File: config.mk
export PLATFORM = sky130hd
export DESIGN_NAME = tcdm_arbiter
export DESIGN_NICKNAME = d
export VERILOG_FILES = /design/src/tcdm_map_pkg.sv /design/src/tcdm_bus_pkg.sv /design/src/tcdm_arbiter.sv
export SDC_FILE = /design/constraint.sdc
export NUM_CORES = 1
export LEC_CHECK = 0
export BUFFER_PORTS_ARGS = -buffer_cell sky130_fd_sc_hd__clkbuf_2
export CAP_MARGIN = 20
export CORE_AREA = 4 4 94 96
export CTS_CLUSTER_DIAMETER = 120
export DETAILED_ROUTE_END_ITERATION = 6
export DIE_AREA = 0 0 98 100
export HOLD_SLACK_MARGIN = 0.05
export MAX_ROUTING_LAYER = met4
export PLACE_DENSITY_LB_ADDON = 0.25
export SLEW_MARGIN = 20
export SYNTH_ARGS = -nofsm -noshare
export SYNTH_HDL_FRONTEND = slang
export SYNTH_SLANG_ARGS = --single-unit
File: constraint.sdc
create_clock -name clk_i -period 1.2 [get_ports clk_i]
set_input_delay 0.12 -clock clk_i [delete_from_list [all_inputs] [get_ports clk_i]]
set_output_delay 0.12 -clock clk_i [all_outputs]
set_load 0.02 [all_outputs]
File: src/tcdm_map_pkg.sv
package tcdm_map_pkg;

  // ******************************
  // bank geometry
  // ******************************

  // initiator ports sharing the bank.
  localparam int unsigned N_PORTS = 2;

  // one port index travels in the id field.
  localparam int unsigned ID_W = 1;

  // bank depth in 32-bit words.
  localparam int unsigned BANK_WORDS = 256;

  // word index into the bank array.
  localparam int unsigned IDX_W = $clog2(BANK_WORDS);

endpackage : tcdm_map_pkg

File: src/tcdm_bus_pkg.sv
package tcdm_bus_pkg;
  import tcdm_map_pkg::*;

  // ******************************
  // bus widths
  // ******************************

  localparam int unsigned DATA_W = 32;
  localparam int unsigned BE_W   = DATA_W / 8;
  localparam int unsigned ADDR_W = 8;

  // ******************************
  // request and response
  // ******************************

  // wen is high for a read, low for a write.
  typedef struct packed {
    logic              req;
    logic [ADDR_W-1:0] add;
    logic              wen;
    logic [BE_W-1:0]   be;
    logic [DATA_W-1:0] data;
    logic [ID_W-1:0]   id;
  } tcdm_req_t;

  // r_id names the port the response belongs to.
  typedef struct packed {
    logic              gnt;
    logic              r_valid;
    logic [DATA_W-1:0] r_data;
    logic [ID_W-1:0]   r_id;
  } tcdm_rsp_t;

endpackage : tcdm_bus_pkg

File: src/tcdm_arbiter.sv
module tcdm_arbiter
  import tcdm_map_pkg::*;
  import tcdm_bus_pkg::*;
(
  input  logic                      clk_i,
  input  logic                      rst_ni,
  input  tcdm_req_t [N_PORTS-1:0]   req_i,
  input  logic      [N_PORTS-1:0]   rsp_ready_i,
  output tcdm_rsp_t [N_PORTS-1:0]   rsp_o,
  output tcdm_req_t                 down_req_o,
  output logic                      down_ready_o,
  input  tcdm_rsp_t                 down_rsp_i
);

  // first port the round-robin scan looks at.
  logic [ID_W-1:0]    rr_q;
  logic [ID_W-1:0]    sel_idx;
  logic               sel_valid;
  logic [N_PORTS-1:0] gnt_vec;
  logic [N_PORTS-1:0] req_vec;

  // ******************************
  // request selection
  // ******************************

  // scan ports starting at the pointer.
  always_comb begin
    int unsigned cand;
    sel_idx   = '0;
    sel_valid = 1'b0;
    for (int unsigned i = 0; i < N_PORTS; i++) begin
      cand = (int'(rr_q) + i) % N_PORTS;
      if (!sel_valid && req_i[cand].req) begin
        sel_valid = 1'b1;
        sel_idx   = ID_W'(cand);
      end
    end
  end

  // winner goes downstream tagged with its port.
  always_comb begin
    down_req_o     = req_i[sel_idx];
    down_req_o.req = sel_valid;
    down_req_o.id  = sel_idx;
  end

  // pointer moves past the granted port.
  always_ff @(posedge clk_i or negedge rst_ni) begin
    if (!rst_ni) begin
      rr_q <= '0;
    end else if (sel_valid && down_rsp_i.gnt) begin
      rr_q <= (sel_idx == ID_W'(N_PORTS - 1)) ? '0 : sel_idx + 1'b1;
    end
  end

  // ******************************
  // response routing
  // ******************************

  // gnt goes to the winner only and the response follows r_id.
  for (genvar k = 0; k < N_PORTS; k++) begin : gen_port
    assign gnt_vec[k] = down_rsp_i.gnt && sel_valid && (sel_idx == ID_W'(k));
    assign req_vec[k] = req_i[k].req;

    always_comb begin
      rsp_o[k].gnt     = gnt_vec[k];
      rsp_o[k].r_valid = down_rsp_i.r_valid && (down_rsp_i.r_id == ID_W'(k));
      rsp_o[k].r_data  = down_rsp_i.r_data;
      rsp_o[k].r_id    = down_rsp_i.r_id;
    end

    // last winner yields to any other pending port.
    a_rr_fair: assert property (@(posedge clk_i) disable iff (!rst_ni)
      ($past(gnt_vec[k]) && |(req_vec & ~(N_PORTS'(1) << k))) |-> !gnt_vec[k])
      else $error("round-robin winner granted again ahead of a waiting port");
  end

  // ready comes from the port that owns the response.
  assign down_ready_o = rsp_ready_i[down_rsp_i.r_id];

endmodule : tcdm_arbiter

==> summary.txt <==
Floorplan
  – DIE WIDTH: 98 µm
  – Initial Utilization: 16.4%
  – Ports: 251
  – Die ar.: about 9800 µm²
  – Core area: 8050 µm²
  – Die span in y: around 100 µm
  – Floorplan row count: 33

Finish
  – Area of the multi-input gates: 783 µm²
  – Most common cell after layout, fill and taps aside: clkbuf_2
  – Register area: between 20 and 30 µm²
  – Area grow syn2layout: 61.0%
  – Most frequent cells in the layout: clkbuf_2 (125), mux2_4 (44), buf_8 (15), buf_6 (13)
  – Fillers: 871
  – Ant. Diodes: 0
  – Final Cell Area: 2130 µm²
  – Final #Nets: 364
  – Layout cells sized above 1: roughly 95%
  – Regs by FF count: rr_q: 1 flops
  – Top reg by flops: rr_q
  – Max reg flops: 1

Routing
  – Pre-antenna DRT Iters: 4
  – # DRC: 0
  – Post-route ant nets: 0
  – Overall routed net length: between 4000 and 5000 µm
  – Initial drt markers: 2
  – Wire per inst: 13.7 µm
  – DR vias/cell: around 3.6
  – Vias: 1207

Global routing
  – Vias in the first global route: 1206
  – GRT Util Overall: about 8.1%
  – Maximum number of pins on one net before global-route repair: 11
  – Grt ovf: 0
  – Initial antenna violation count: 0
  – Global-route wire length before repair: about 6300 µm

Placed design
  – Buffers on Ports: 152
  – GP Congestion: 0.782
  – HPWL Detailed: roughly 3900 µm
  – Placement Cell Area: 1800 µm²

Setup path
  – CP Capture Type: output pin
  – Worst Path Max Fanout: 9
  – Crit path kind: flop to output pin
  – Worst Reg-to-Reg Cells: 2
  – Reg2Reg Setup Slack: 0.41 ns
  – R2r endpoint: rr_q
  – Crit start category: flop
  – Worst path required time: 1.08 ns
  – Worst flop-to-flop path startpoint: rr_q
  – Worst EP arrival: 1.32 ns

Timing
  – Worst slew margin: 83.7%
  – Post-Route Skew: 0 ns
  – Hold Vio Cnt, Final: 0
  – Fin crit period: 1.44 ns
  – Fin crit share: 120%
  – Fmax: between 600 and 700 MHz
  – Setup_tns: -9.39 ns
  – Slew Viols, Final: 0
  – Setup violators final: 45
  – Worst-Margin Slew: 0.245 ns
  – RSZ-0062 raised after global routing: true
  – Final WS setup: -0.242 ns

Status
  – Failing checks: negative setup slack
  – Status: finished, violations left

Worst hold path
  – Hold_sp: down_rsp_i[25]
  – Hold Path Depth: 0
  – Worst hold path type: input port to output pin
  – Hold Path Sink: rsp_o[25]

Yosys
  – Avg Cell Area, Syn: 10.1 µm²
  – Synth top area share: between 40 and 50%
  – Seq/Total Area, Yosys: 1.90%
  – Cell taking the most area after synthesis: mux2_4
  – Synthesis-stage register bit count: 1
  – Syn. warnings: 0
  – Post-Synthesis Cells: 131
  – Post-Syn Area: 1320 µm²
  – Synth unique cells: 14
  – Synth Net Count: 264
  – Top cells by area, synth: mux2_4 (44%), buf_4 (39%), mux2_2 (6.0%)

CTS
  – Clock transition at path regs: 0 ns
  – Worst skew pair latency: 0 ns

Job
  – Max Cap Violations: 0

Power
  – Leak Pwr: about 1.3 nW
  – VDD IR max: 0.146 mV
  – Total Power: roughly 1.3 mW
  – Power per cell area: approximately 630 nW/µm²
[critical path, cell delays in order, from the launching register on]
cell	delay, ns
dfrtp_1	0.36
nand2b_4	0.18
nand2_8	0.16
clkbuf_16	0.18
mux2_4	0.29
clkbuf_2	0.15
[cells by family (layout without fill, tap and decap cells)]
logic type	Yosys count	in the layout	share of synthesized area (%)
flip-flops	1	1	1.90
buffers and inverters	73	170	42.4
AND/OR/NAND/NOR	9	10	4.64
AO/OA/AOI/OAI	2	2	0.758
multiplexers	46	46	50.3
[Yosys cell counts]
cell type  count
o21ai_0        1
nand2_4        1
nand2_1        3
nand2b_4       1
mux2_4        39
buf_4         68
inv_1          1
and2_1         1
nor2b_1        2
buf_6          4
mux2_2         7
or2_2          1
dfrtp_1        1
a21oi_1        1
[stage by stage]
step / utilization, % / worst slack (ns) / cells / hold WS (ns)
floorplan: - / -0.0619 / 131 / -0.176
global placement: 22.4 / -0.222 / 329 / -0.0929
detailed placement: 22.4 / -0.245 / 329 / -0.0972
CTS: 25.2 / -0.244 / 333 / 0.240
global route: 26.4 / -0.291 / 334 / 0.240
finish: 26.4 / -0.242 / 334 / 0.240
[final cells by class]
type	count	share of cell area, %
inverters	1	0.177
multi-input cells	58	36.8
repair buffers	169	55.6
well taps	105	6.18
flip-flops and latches	1	1.18
[what timing repair did]
| item | CTS | global route |
|---|---|---|
| pin swaps | 1 | 0 |
| resized for setup | 41 | 43 |
| hold buffers | 1 | 0 |
| gates cloned | 2 | 1 |
| endpoints found under the hold margin | 1 | 0 |
| setup buffers | 1 | 0 |
| endpoints found under the setup margin | 45 | 46 |
[how the worst max path moves through the flow]
stage | startpoint | to | slack [ns] | cells after the start
after floorplan | rr_q | down_req_o[10] | -0.06 | 4
after global placement | rr_q | down_req_o[34] | -0.22 | 5
after detailed placement | rr_q | down_req_o[34] | -0.24 | 5
after CTS | rr_q | down_req_o[27] | -0.24 | 5
after global routing | rr_q | down_req_o[34] | -0.29 | 5
final | rr_q | down_req_o[5] | -0.24 | 5
[metal layers]
layer  part of all wire [%]  track usage, %  up-vias  wire (µm)
met4                    2.1            1.92        0         98
met5                      0               -        -          0
met2                     53            15.1       94       2420
li1                       -               -      568          -
met1                     33            8.08      532       1500
met3                     12            2.78       13        562
[power by group]
part | internal, mW | switching [mW] | total, mW
sequential | 0.0410 | 0.00390 | 0.0449
combinational | 0.747 | 0.549 | 1.30
clock | 0 | 0 | 0
total | 0.788 | 0.553 | 1.34
No activity file was read; power rests on OpenSTA's default activity.
