## src/tcdm_map_pkg.sv

```systemverilog
package tcdm_map_pkg;

  // ******************************
  // bank geometry
  // ******************************

  // initiator ports sharing the bank.
  localparam int unsigned N_PORTS = 2;

  // one port index travels in the id field.
  localparam int unsigned ID_W = 1;

  // bank depth in 32-bit words.
  localparam int unsigned BANK_WORDS = 256;

  // word index into the bank array.
  localparam int unsigned IDX_W = $clog2(BANK_WORDS);

endpackage : tcdm_map_pkg

```

## src/tcdm_bus_pkg.sv

```systemverilog
package tcdm_bus_pkg;
  import tcdm_map_pkg::*;

  // ******************************
  // bus widths
  // ******************************

  localparam int unsigned DATA_W = 32;
  localparam int unsigned BE_W   = DATA_W / 8;
  localparam int unsigned ADDR_W = 8;

  // ******************************
  // request and response
  // ******************************

  // wen is high for a read, low for a write.
  typedef struct packed {
    logic              req;
    logic [ADDR_W-1:0] add;
    logic              wen;
    logic [BE_W-1:0]   be;
    logic [DATA_W-1:0] data;
    logic [ID_W-1:0]   id;
  } tcdm_req_t;

  // r_id names the port the response belongs to.
  typedef struct packed {
    logic              gnt;
    logic              r_valid;
    logic [DATA_W-1:0] r_data;
    logic [ID_W-1:0]   r_id;
  } tcdm_rsp_t;

endpackage : tcdm_bus_pkg

```

## src/tcdm_id_fifo.sv

```systemverilog
module tcdm_id_fifo #(
  parameter int unsigned DEPTH = 2,
  parameter int unsigned WIDTH = 1
) (
  input  logic             clk_i,
  input  logic             rst_ni,
  input  logic             flush_i,
  input  logic             push_i,
  input  logic             pop_i,
  input  logic [WIDTH-1:0] data_i,
  output logic [WIDTH-1:0] data_o,
  output logic             full_o,
  output logic             empty_o
);

  localparam int unsigned PTR_W = (DEPTH > 1) ? $clog2(DEPTH) : 1;
  localparam int unsigned CNT_W = $clog2(DEPTH + 1);

  logic [WIDTH-1:0] mem_q [DEPTH];
  logic [PTR_W-1:0] wr_ptr_q, rd_ptr_q;
  logic [CNT_W-1:0] count_q;

  // head entry, valid one cycle after the push.
  assign data_o  = mem_q[rd_ptr_q];
  assign full_o  = (count_q == CNT_W'(DEPTH));
  assign empty_o = (count_q == '0);

  // pointers and fill level.
  always_ff @(posedge clk_i or negedge rst_ni) begin
    if (!rst_ni) begin
      wr_ptr_q <= '0;
      rd_ptr_q <= '0;
      count_q  <= '0;
    end else if (flush_i) begin
      wr_ptr_q <= '0;
      rd_ptr_q <= '0;
      count_q  <= '0;
    end else begin
      if (push_i) begin
        wr_ptr_q <= (wr_ptr_q == PTR_W'(DEPTH - 1)) ? '0 : wr_ptr_q + 1'b1;
      end
      if (pop_i) begin
        rd_ptr_q <= (rd_ptr_q == PTR_W'(DEPTH - 1)) ? '0 : rd_ptr_q + 1'b1;
      end
      // simultaneous push and pop keeps the level.
      if (push_i && !pop_i) begin
        count_q <= count_q + 1'b1;
      end else if (pop_i && !push_i) begin
        count_q <= count_q - 1'b1;
      end
    end
  end

  // storage.
  always_ff @(posedge clk_i) begin
    if (push_i) begin
      mem_q[wr_ptr_q] <= data_i;
    end
  end

  // the caller must respect the flags.
  a_no_push_full: assert property (@(posedge clk_i) disable iff (!rst_ni)
    push_i |-> !full_o || pop_i)
    else $error("id fifo pushed while full");

  a_no_pop_empty: assert property (@(posedge clk_i) disable iff (!rst_ni)
    pop_i |-> !empty_o)
    else $error("id fifo popped while empty");

endmodule : tcdm_id_fifo

```

## src/tcdm_r_id_filter.sv

```systemverilog
module tcdm_r_id_filter
  import tcdm_map_pkg::*;
  import tcdm_bus_pkg::*;
#(
  parameter bit          MULTICYCLE_SUPPORT = 1'b1,
  parameter int unsigned N_OUTSTANDING      = 2
) (
  input  logic      clk_i,
  input  logic      rst_ni,
  input  logic      clear_i,
  input  logic      enable_i,
  input  tcdm_req_t tgt_req_i,
  input  logic      tgt_ready_i,
  output tcdm_rsp_t tgt_rsp_o,
  output tcdm_req_t ini_req_o,
  output logic      ini_ready_o,
  input  tcdm_rsp_t ini_rsp_i
);

  // high while no further request can be tracked.
  logic            stall;
  logic [ID_W-1:0] r_id;

  // ******************************
  // shared passthrough
  // ******************************

  // id stripped toward the bank.
  always_comb begin
    ini_req_o     = tgt_req_i;
    ini_req_o.req = tgt_req_i.req && !stall;
    ini_req_o.id  = '0;
  end

  // id restored on the way back.
  always_comb begin
    tgt_rsp_o         = ini_rsp_i;
    tgt_rsp_o.gnt     = ini_rsp_i.gnt && !stall;
    tgt_rsp_o.r_id    = r_id;
  end

  assign ini_ready_o = tgt_ready_i;

  if (MULTICYCLE_SUPPORT) begin : gen_fifo_mode

    // ******************************
    // outstanding id queue
    // ******************************

    logic fifo_full;
    logic fifo_empty;
    logic fifo_push;
    logic fifo_pop;

    // push per grant, pop per accepted response.
    assign fifo_push = tgt_req_i.req && tgt_rsp_o.gnt;
    assign fifo_pop  = ini_rsp_i.r_valid && tgt_ready_i;
    assign stall     = fifo_full;

    tcdm_id_fifo #(
      .DEPTH (N_OUTSTANDING),
      .WIDTH (ID_W)
    ) i_id_fifo (
      .clk_i   (clk_i),
      .rst_ni  (rst_ni),
      .flush_i (clear_i),
      .push_i  (fifo_push),
      .pop_i   (fifo_pop),
      .data_i  (tgt_req_i.id),
      .data_o  (r_id),
      .full_o  (fifo_full),
      .empty_o (fifo_empty)
    );

    // a response with nothing queued has lost its owner.
    a_rsp_has_id: assert property (@(posedge clk_i) disable iff (!rst_ni)
      ini_rsp_i.r_valid |-> !fifo_empty)
      else $error("response without an outstanding id");

  end else begin : gen_reg_mode

    // ******************************
    // single id register
    // ******************************

    logic [ID_W-1:0] id_q;

    assign stall = 1'b0;
    assign r_id  = id_q;

    // last requester, valid for a response one cycle later.
    always_ff @(posedge clk_i or negedge rst_ni) begin
      if (!rst_ni) begin
        id_q <= '0;
      end else if (clear_i) begin
        id_q <= '0;
      end else if (enable_i && tgt_req_i.req) begin
        id_q <= tgt_req_i.id;
      end
    end

    // only safe at the one-cycle latency boundary.
    a_read_rsp_next: assert property (@(posedge clk_i) disable iff (!rst_ni)
      (ini_req_o.req && ini_rsp_i.gnt && ini_req_o.wen) |-> ##1 ini_rsp_i.r_valid)
      else $error("r_valid did not follow a read grant by one cycle");

    a_no_gnt_no_rsp: assert property (@(posedge clk_i) disable iff (!rst_ni)
      !(ini_req_o.req && ini_rsp_i.gnt) |-> ##1 !ini_rsp_i.r_valid)
      else $error("r_valid without a grant in the previous cycle");

  end

endmodule : tcdm_r_id_filter

```

## config.mk

```make
export PLATFORM = sky130hd
export DESIGN_NAME = tcdm_r_id_filter
export DESIGN_NICKNAME = d
export VERILOG_FILES = /design/src/tcdm_map_pkg.sv /design/src/tcdm_bus_pkg.sv /design/src/tcdm_id_fifo.sv /design/src/tcdm_r_id_filter.sv
export SDC_FILE = /design/constraint.sdc
export NUM_CORES = 1
export LEC_CHECK = 0
export ABC_AREA = 1
export BUFFER_PORTS_ARGS = -buffer_cell sky130_fd_sc_hd__buf_2
export CORE_MARGIN = 2
export CORE_UTILIZATION = 24
export CTS_BUF_LIST = sky130_fd_sc_hd__clkbuf_8
export CTS_CLUSTER_SIZE = 30
export DETAILED_ROUTE_END_ITERATION = 16
export PLACE_DENSITY = 0.87
export SETUP_SLACK_MARGIN = 0.02
export SYNTH_ARGS = -nofsm -noshare
export SYNTH_HDL_FRONTEND = slang
export SYNTH_SLANG_ARGS = --single-unit
```

## constraint.sdc

```tcl
create_clock -name clk_i -period 1.24 [get_ports clk_i]
set_clock_uncertainty 0.15 [all_clocks]
set_input_delay 0.372 -clock clk_i [delete_from_list [all_inputs] [get_ports clk_i]]
set_output_delay 0.372 -clock clk_i [all_outputs]
set_load 0.05 [all_outputs]
```

==> reports/metrics.json, run 1 <==
{
  "status": {
    "result_of_the_run": "finished, violations left",
    "violated_checks": "negative setup slack"
  },
  "floorplan": {
    "die_w_um": 66.3,
    "floorplan.io_pins": 170,
    "num_rows": 22,
    "core_box_area_mm2": 0.00369,
    "die_height_um": 66.3,
    "start_util": 0.252,
    "die_area_mm2": 0.00439
  },
  "route": {
    "met1_length_um": 347,
    "vias_per_cell": 3.88,
    "highest_metal_layer_with_signal_wires": "met4",
    "met3_length_um": 362,
    "post_drt_wl_per_cell_um": 15.7,
    "wl_met2_um": 825,
    "dr_total_vias": 423,
    "detailedRoute.firstPassIterationCount": 6,
    "drt.antenna.violating_nets": 0,
    "routed_wl_um": 1710,
    "drtIter0Drc": 20,
    "post-route-drc-count": 0
  },
  "finish": {
    "multiInputGateArea_um2": 198,
    "regArea_um2": 161,
    "final_layout_size_suffix_gt1_frac": 0.541,
    "fill_cells": 418,
    "area_growth_pct": -31.2,
    "num_antenna_cells": 0,
    "fin_nets": 149,
    "finalCoreUtilization": 0.174,
    "stdcell_area_um2": 641
  },
  "clocking": {
    "tritoncts_num_sinks": 6,
    "clock_latency_ps": 230,
    "tritoncts.num_buffers": 3,
    "clock_pin_slew_reported_for_the_worst_setup_and_hold_paths_after_clock_tree_synthesis_ps": 40,
    "clock_tree_from_tritoncts": "done",
    "cts-htree-levels": 1,
    "clockRootBuffer": "clkbuf_8",
    "clk_path_buf_depth": 2
  },
  "setup_path": {
    "worstReg2RegEnd": "gen_fifo_mode.i_id_fifo.count_q[1]$_DFFE_PN0P_",
    "path_max_fanout": 2,
    "r2r.worst_path.cells": 7,
    "worst_ep_required_time_ps": 720,
    "critical_path_class": "register to primary output",
    "worstPathArrival_ps": 1070,
    "worst_path_largest_cell_delay_ps": 380,
    "regToRegStartpoint": "gen_fifo_mode.i_id_fifo.count_q[0]$_DFFE_PN0P_",
    "cp_slowest_cell": "dfrtp_1",
    "cp-end-kind": "primary output",
    "ff2ff_setup_slack_ps": -100,
    "critical_path_cell_sequence": "mux2_4 > buf_8",
    "cp-start-kind": "register"
  },
  "global_routing": {
    "grt_pass1_wl_um": 2150,
    "grt_util_all_layers": 0.0721,
    "antenna_violations_before_repair": 0,
    "grt_max_degree": 7,
    "first_global_vias": 399,
    "grt_overflow_total": 0
  },
  "synthesis": {
    "yosysUniqueCellTypes": 17,
    "portion_of_the_post_synthesis_area_used_by_sequential_elements": 0.172,
    "area_contributors_post_synth": "buf_4, dfrtp_1, edfxtp_1",
    "ys.warnings.count": 0,
    "avgSynthCellArea_um2": 7.89,
    "fraction_of_post_synthesis_cell_area_in_the_top_cell_type_by_area": 0.653,
    "postSynthNetCount": 205,
    "synthesis.area_um2": 931,
    "netlist_instances": 118,
    "postSynthRegisterBits": 6,
    "synthDominantAreaCellType": "buf_4"
  },
  "placed_design": {
    "dpl.hpwl_um": 1340,
    "numPortBuffers": 12,
    "gp_routability_congestion": 0.801,
    "placement.cell_area_um2": 512
  },
  "sta": {
    "report.final.hold_viol_count": 0,
    "period_share": 1.28,
    "final_critical_path_setup_slack_ps": -351,
    "timing_max_transition_violations_final": 0,
    "rsz0062_at_grt": "yes",
    "setup_tns_ps": -1210,
    "clock_period_minus_worst_slack_ps": 1590,
    "timing.fmax_mhz": 628,
    "setup_viol_count_final": 7
  },
  "min_path": {
    "hold_depth": 1,
    "hold-path-endpoint": "gen_fifo_mode.i_id_fifo.mem_q[1]$_DFFE_PP_",
    "min-delay-start": "tgt_req_i[0]",
    "worstHoldPathType": "primary input to register"
  },
  "pwr": {
    "cellPowerDensity_mw_per_mm2": 1650,
    "vdd.ir_drop.worst_mv": 0.297,
    "power.static_leakage_nw": 0.306
  },
  "job": {
    "cap_violations": 0
  }
}
==> through the flow <==
step                      hold slack [ps]  power [mW]  cells  setup slack [ps]
after floorplan                     -73.6        1.22    118              -107
after global placement               27.2       0.638    103              -164
after detailed placement             27.4       0.647    103              -168
after CTS                             191        1.03    108              -357
after global routing                  191        1.11    109              -379
final                                 189        1.06    109              -351
==> flip-flops by register name, summed over array words and instances, names as in the netlist <==
register                          count
gen_fifo_mode.i_id_fifo.count_q       2
gen_fifo_mode.i_id_fifo.mem_q         2
gen_fifo_mode.i_id_fifo.rd_ptr_q      1
gen_fifo_mode.i_id_fifo.wr_ptr_q      1
==> critical path, delay by kind of cell, from the launching register on <==
kind     cells  cell delay [ps]
mux          1              310
buf+inv      1              150
flops        1              380
==> routing by layer <==
layer,GRT usage,vias up
met2,0.106,48
met1,0.0337,182
li1,-,169
met4,0.117,0
met3,0.0681,24
met5,0,-
==> power breakdown <==
group	total [mW]	switching [mW]	internal [mW]
clock network	0.311	0.0974	0.214
logic	0.461	0.259	0.203
registers	0.285	0.0418	0.244
==> Yosys cell counts <==
| library cell | number |
|---|---|
| xnor2_1 | 1 |
| a21oi_1 | 2 |
| nand2_2 | 2 |
| inv_1 | 4 |
| nand2_1 | 6 |
| nand4_1 | 3 |
| a21boi_0 | 2 |
| nand3_1 | 2 |
| nand3_2 | 1 |
| nor2_1 | 3 |
| mux2_2 | 1 |
| o21ai_0 | 2 |
| dfrtp_1 | 4 |
| inv_2 | 1 |
| edfxtp_1 | 2 |
| conb_1 | 1 |
| buf_4 | 81 |
==> layout by cell type (no fill, tap or decap), drive strengths merged <==
| master | n |
|---|---|
| buf | 19 |
| dfrtp | 4 |
| nand2 | 8 |
| o21ai | 2 |
| nand3 | 3 |
| nand4 | 3 |
| xnor2 | 1 |
| a21oi | 2 |
| inv | 6 |
| mux2 | 1 |
| conb | 1 |
| edfxtp | 2 |
| clkbuf | 3 |
| a21boi | 2 |
| dlygate4sd3 | 1 |
| nor2 | 3 |
==> kinds of logic after synthesis <==
kind of cell,synth area share
buf+inv,0.673
compound gates,0.0376
flops,0.172
simple gates,0.0914
other cells,0.00403
xor+xnor,0.00941
mux,0.0121
==> final cells by class <==
| type | instances | share of cell area |
|---|---|---|
| Sequential cell | 6 | 0.252 |
| Timing Repair Buffer | 20 | 0.246 |
| Tap cell | 48 | 0.0938 |
| Clock inverter | 1 | 0.00586 |
| Inverter | 5 | 0.0293 |
| Clock buffer | 3 | 0.0645 |
| Multi-Input combinational cell | 26 | 0.309 |
==> how the worst max path moves through the flow <==
| stage | from | end | slack [ps] | cells after the start |
|---|---|---|---|---|
| finish | gen_fifo_mode.i_id_fifo.rd_ptr_q$_DFFE_PN0P_ | tgt_rsp_o[0] | -350 | 2 |
| global route | gen_fifo_mode.i_id_fifo.rd_ptr_q$_DFFE_PN0P_ | tgt_rsp_o[0] | -380 | 2 |
| CTS | gen_fifo_mode.i_id_fifo.rd_ptr_q$_DFFE_PN0P_ | tgt_rsp_o[0] | -360 | 2 |
| detailed placement | ini_rsp_i[34] | tgt_rsp_o[34] | -170 | 3 |
| global placement | tgt_req_i[46] | ini_req_o[46] | -160 | 3 |
| floorplan | gen_fifo_mode.i_id_fifo.rd_ptr_q$_DFFE_PN0P_ | tgt_rsp_o[0] | -110 | 2 |
==> what timing repair did <==
action	4_1_cts	5_1_grt
setup endpoints to repair	10	8
buffers inserted	0	2
hold endpoints to repair	4	0
pin swaps	2	7
hold buffers	1	0
resized for setup	13	7
(Power assumes the default switching activity.)
==> run 2: changes to the inputs <==
--- a/config.mk
+++ b/config.mk
@@ -14,6 +14,7 @@
 export DETAILED_ROUTE_END_ITERATION = 16
 export PLACE_DENSITY = 0.87
 export SETUP_SLACK_MARGIN = 0.02
+export SKIP_CTS_REPAIR_TIMING = 1
 export SYNTH_ARGS = -nofsm -noshare
 export SYNTH_HDL_FRONTEND = slang
 export SYNTH_SLANG_ARGS = --single-unit
==> reports/metrics.json, run 2 (synthesized netlist as in run 1, its figures left out) <==
{
  "finish": {
    "layout_top_registers": "gen_fifo_mode.i_id_fifo.count_q: 2 flops, gen_fifo_mode.i_id_fifo.mem_q: 2 flops",
    "area_growth_pct": -31.6,
    "final_layout_size_suffix_gt1_frac": 0.525,
    "layout.cells.most_common": "buf_2",
    "layout_common_cells": "buf_2, nand2_1, buf_4",
    "regArea_um2": 161,
    "num_antenna_cells": 0,
    "multiInputGateArea_um2": 198,
    "fill_cells": 420,
    "fin_nets": 149
  },
  "min_path": {
    "worstHoldPathType": "primary input to register",
    "hold_depth": 1,
    "min-delay-start": "tgt_req_i[0]",
    "hold-path-endpoint": "gen_fifo_mode.i_id_fifo.mem_q[1]$_DFFE_PP_"
  },
  "global_routing": {
    "grt_util_all_layers": 0.0682,
    "first_global_vias": 366,
    "grt_max_degree": 7,
    "antenna_violations_before_repair": 0,
    "grt_overflow_total": 0,
    "grt_pass1_wl_um": 2010
  },
  "sta": {
    "report.final.hold_viol_count": 0,
    "setup_viol_count_final": 7,
    "worst_hold_slack_across_all_endpoints_ps": 188,
    "rsz0062_at_grt": "yes",
    "period_share": 1.28,
    "timing.fmax_mhz": 628,
    "final_critical_path_setup_slack_ps": -352,
    "clock_period_minus_worst_slack_ps": 1590,
    "timing_max_transition_violations_final": 0
  },
  "setup_path": {
    "cp_slowest_cell": "dfrtp_1",
    "path_max_fanout": 2,
    "ff2ff_setup_slack_ps": -90,
    "r2r.worst_path.cells": 4,
    "critical_path_cell_sequence": "mux2_4 > buf_8",
    "cp-start-kind": "register",
    "worstReg2RegEnd": "gen_fifo_mode.i_id_fifo.mem_q[0]$_DFFE_PP_",
    "cp-end-kind": "primary output",
    "worst_ep_required_time_ps": 720,
    "critical_path_class": "register to primary output",
    "regToRegStartpoint": "gen_fifo_mode.i_id_fifo.count_q[1]$_DFFE_PN0P_",
    "worstPathArrival_ps": 1070,
    "crit_path_start": "gen_fifo_mode.i_id_fifo.rd_ptr_q$_DFFE_PN0P_",
    "worst_path_largest_cell_delay_ps": 380
  },
  "route": {
    "routed_wl_um": 1700,
    "post_drt_wl_per_cell_um": 15.6,
    "dr_total_vias": 414,
    "drtIter0Drc": 25,
    "detailedRoute.firstPassIterationCount": 2,
    "vias_per_cell": 3.80,
    "post-route-drc-count": 0,
    "drt.antenna.violating_nets": 0
  },
  "placed_design": {
    "dpl.hpwl_um": 1340,
    "numPortBuffers": 12,
    "gp_routability_congestion": 0.801,
    "place_worst_setup_slack_ps": -168
  },
  "floorplan": {
    "floorplan.io_pins": 170,
    "num_rows": 22,
    "die_height_um": 66.3,
    "die_area_mm2": 0.00439,
    "core_box_area_mm2": 0.00369,
    "start_util": 0.252,
    "die_w_um": 66.3
  },
  "clocking": {
    "tritoncts_num_sinks": 6,
    "clock_tree_from_tritoncts": "done",
    "cts-htree-levels": 1,
    "clk_path_buf_depth": 2,
    "clockRootBuffer": "clkbuf_8",
    "clock_latency_ps": 230,
    "clock_pin_slew_reported_for_the_worst_setup_and_hold_paths_after_clock_tree_synthesis_ps": 40,
    "tritoncts.num_buffers": 3
  },
  "job": {
    "cap_violations": 0
  },
  "pwr": {
    "power.static_leakage_nw": 0.307,
    "cellPowerDensity_mw_per_mm2": 1690,
    "report.power.total_mw": 1.08,
    "vdd.ir_drop.worst_mv": 0.298
  },
  "status": {
    "result_of_the_run": "finished, violations left",
    "violated_checks": "negative setup slack"
  }
}
## run 2: cell types whose count changed in the layout (fill, tap and decap cells not counted), sizes merged
cell / delta
buf: -2
clkbuf: +2
## run 2: through the flow
step	area (um2)	std cells	util	TNS (ps)
2_1_floorplan	958	118	-	-311
3_3_place_gp	512	103	0.139	-795
3_5_place_dp	512	103	0.139	-840
4_1_cts	557	107	0.151	-1490
5_1_grt	637	109	0.173	-1440
6_report	637	109	0.173	-1200
## run 2: area by class of cell
cell class,instances,area share
clock buffers,3,0.0648
clock inverters,1,0.00589
inverters,5,0.0295
multi-input cells,26,0.310
flip-flops and latches,6,0.253
well taps,48,0.0943
repair buffers,20,0.242
## run 2: how the worst max path moves through the flow
stage,end,slack [ps],cells after the start
6_report,tgt_rsp_o[0],-350,2
5_1_grt,tgt_rsp_o[0],-380,2
4_1_cts,tgt_rsp_o[0],-400,2
3_5_place_dp,tgt_rsp_o[34],-170,3
3_3_place_gp,ini_req_o[46],-160,3
2_1_floorplan,tgt_rsp_o[0],-110,2
## run 2: where the power goes
group	total, mW	switching (mW)	internal [mW]
logic	0.481	0.268	0.213
clock network	0.312	0.0978	0.214
registers	0.284	0.0409	0.244
## run 2: metal layers
| metal | GRT usage | share of wire | vias up | routed length, um |
|---|---|---|---|---|
| li1 | - | - | 169 | - |
| met1 | 0.0327 | 0.21 | 175 | 360 |
| met2 | 0.0938 | 0.47 | 46 | 802 |
| met3 | 0.0681 | 0.21 | 24 | 364 |
| met4 | 0.117 | 0.10 | 0 | 176 |
| met5 | 0 | 0 | - | 0 |
## run 2: worst max-delay path: cells and delay by family (launching register included)
family	cells	cell delay, ps
muxes	1	310
DFF	1	380
buffers and inverters	1	150
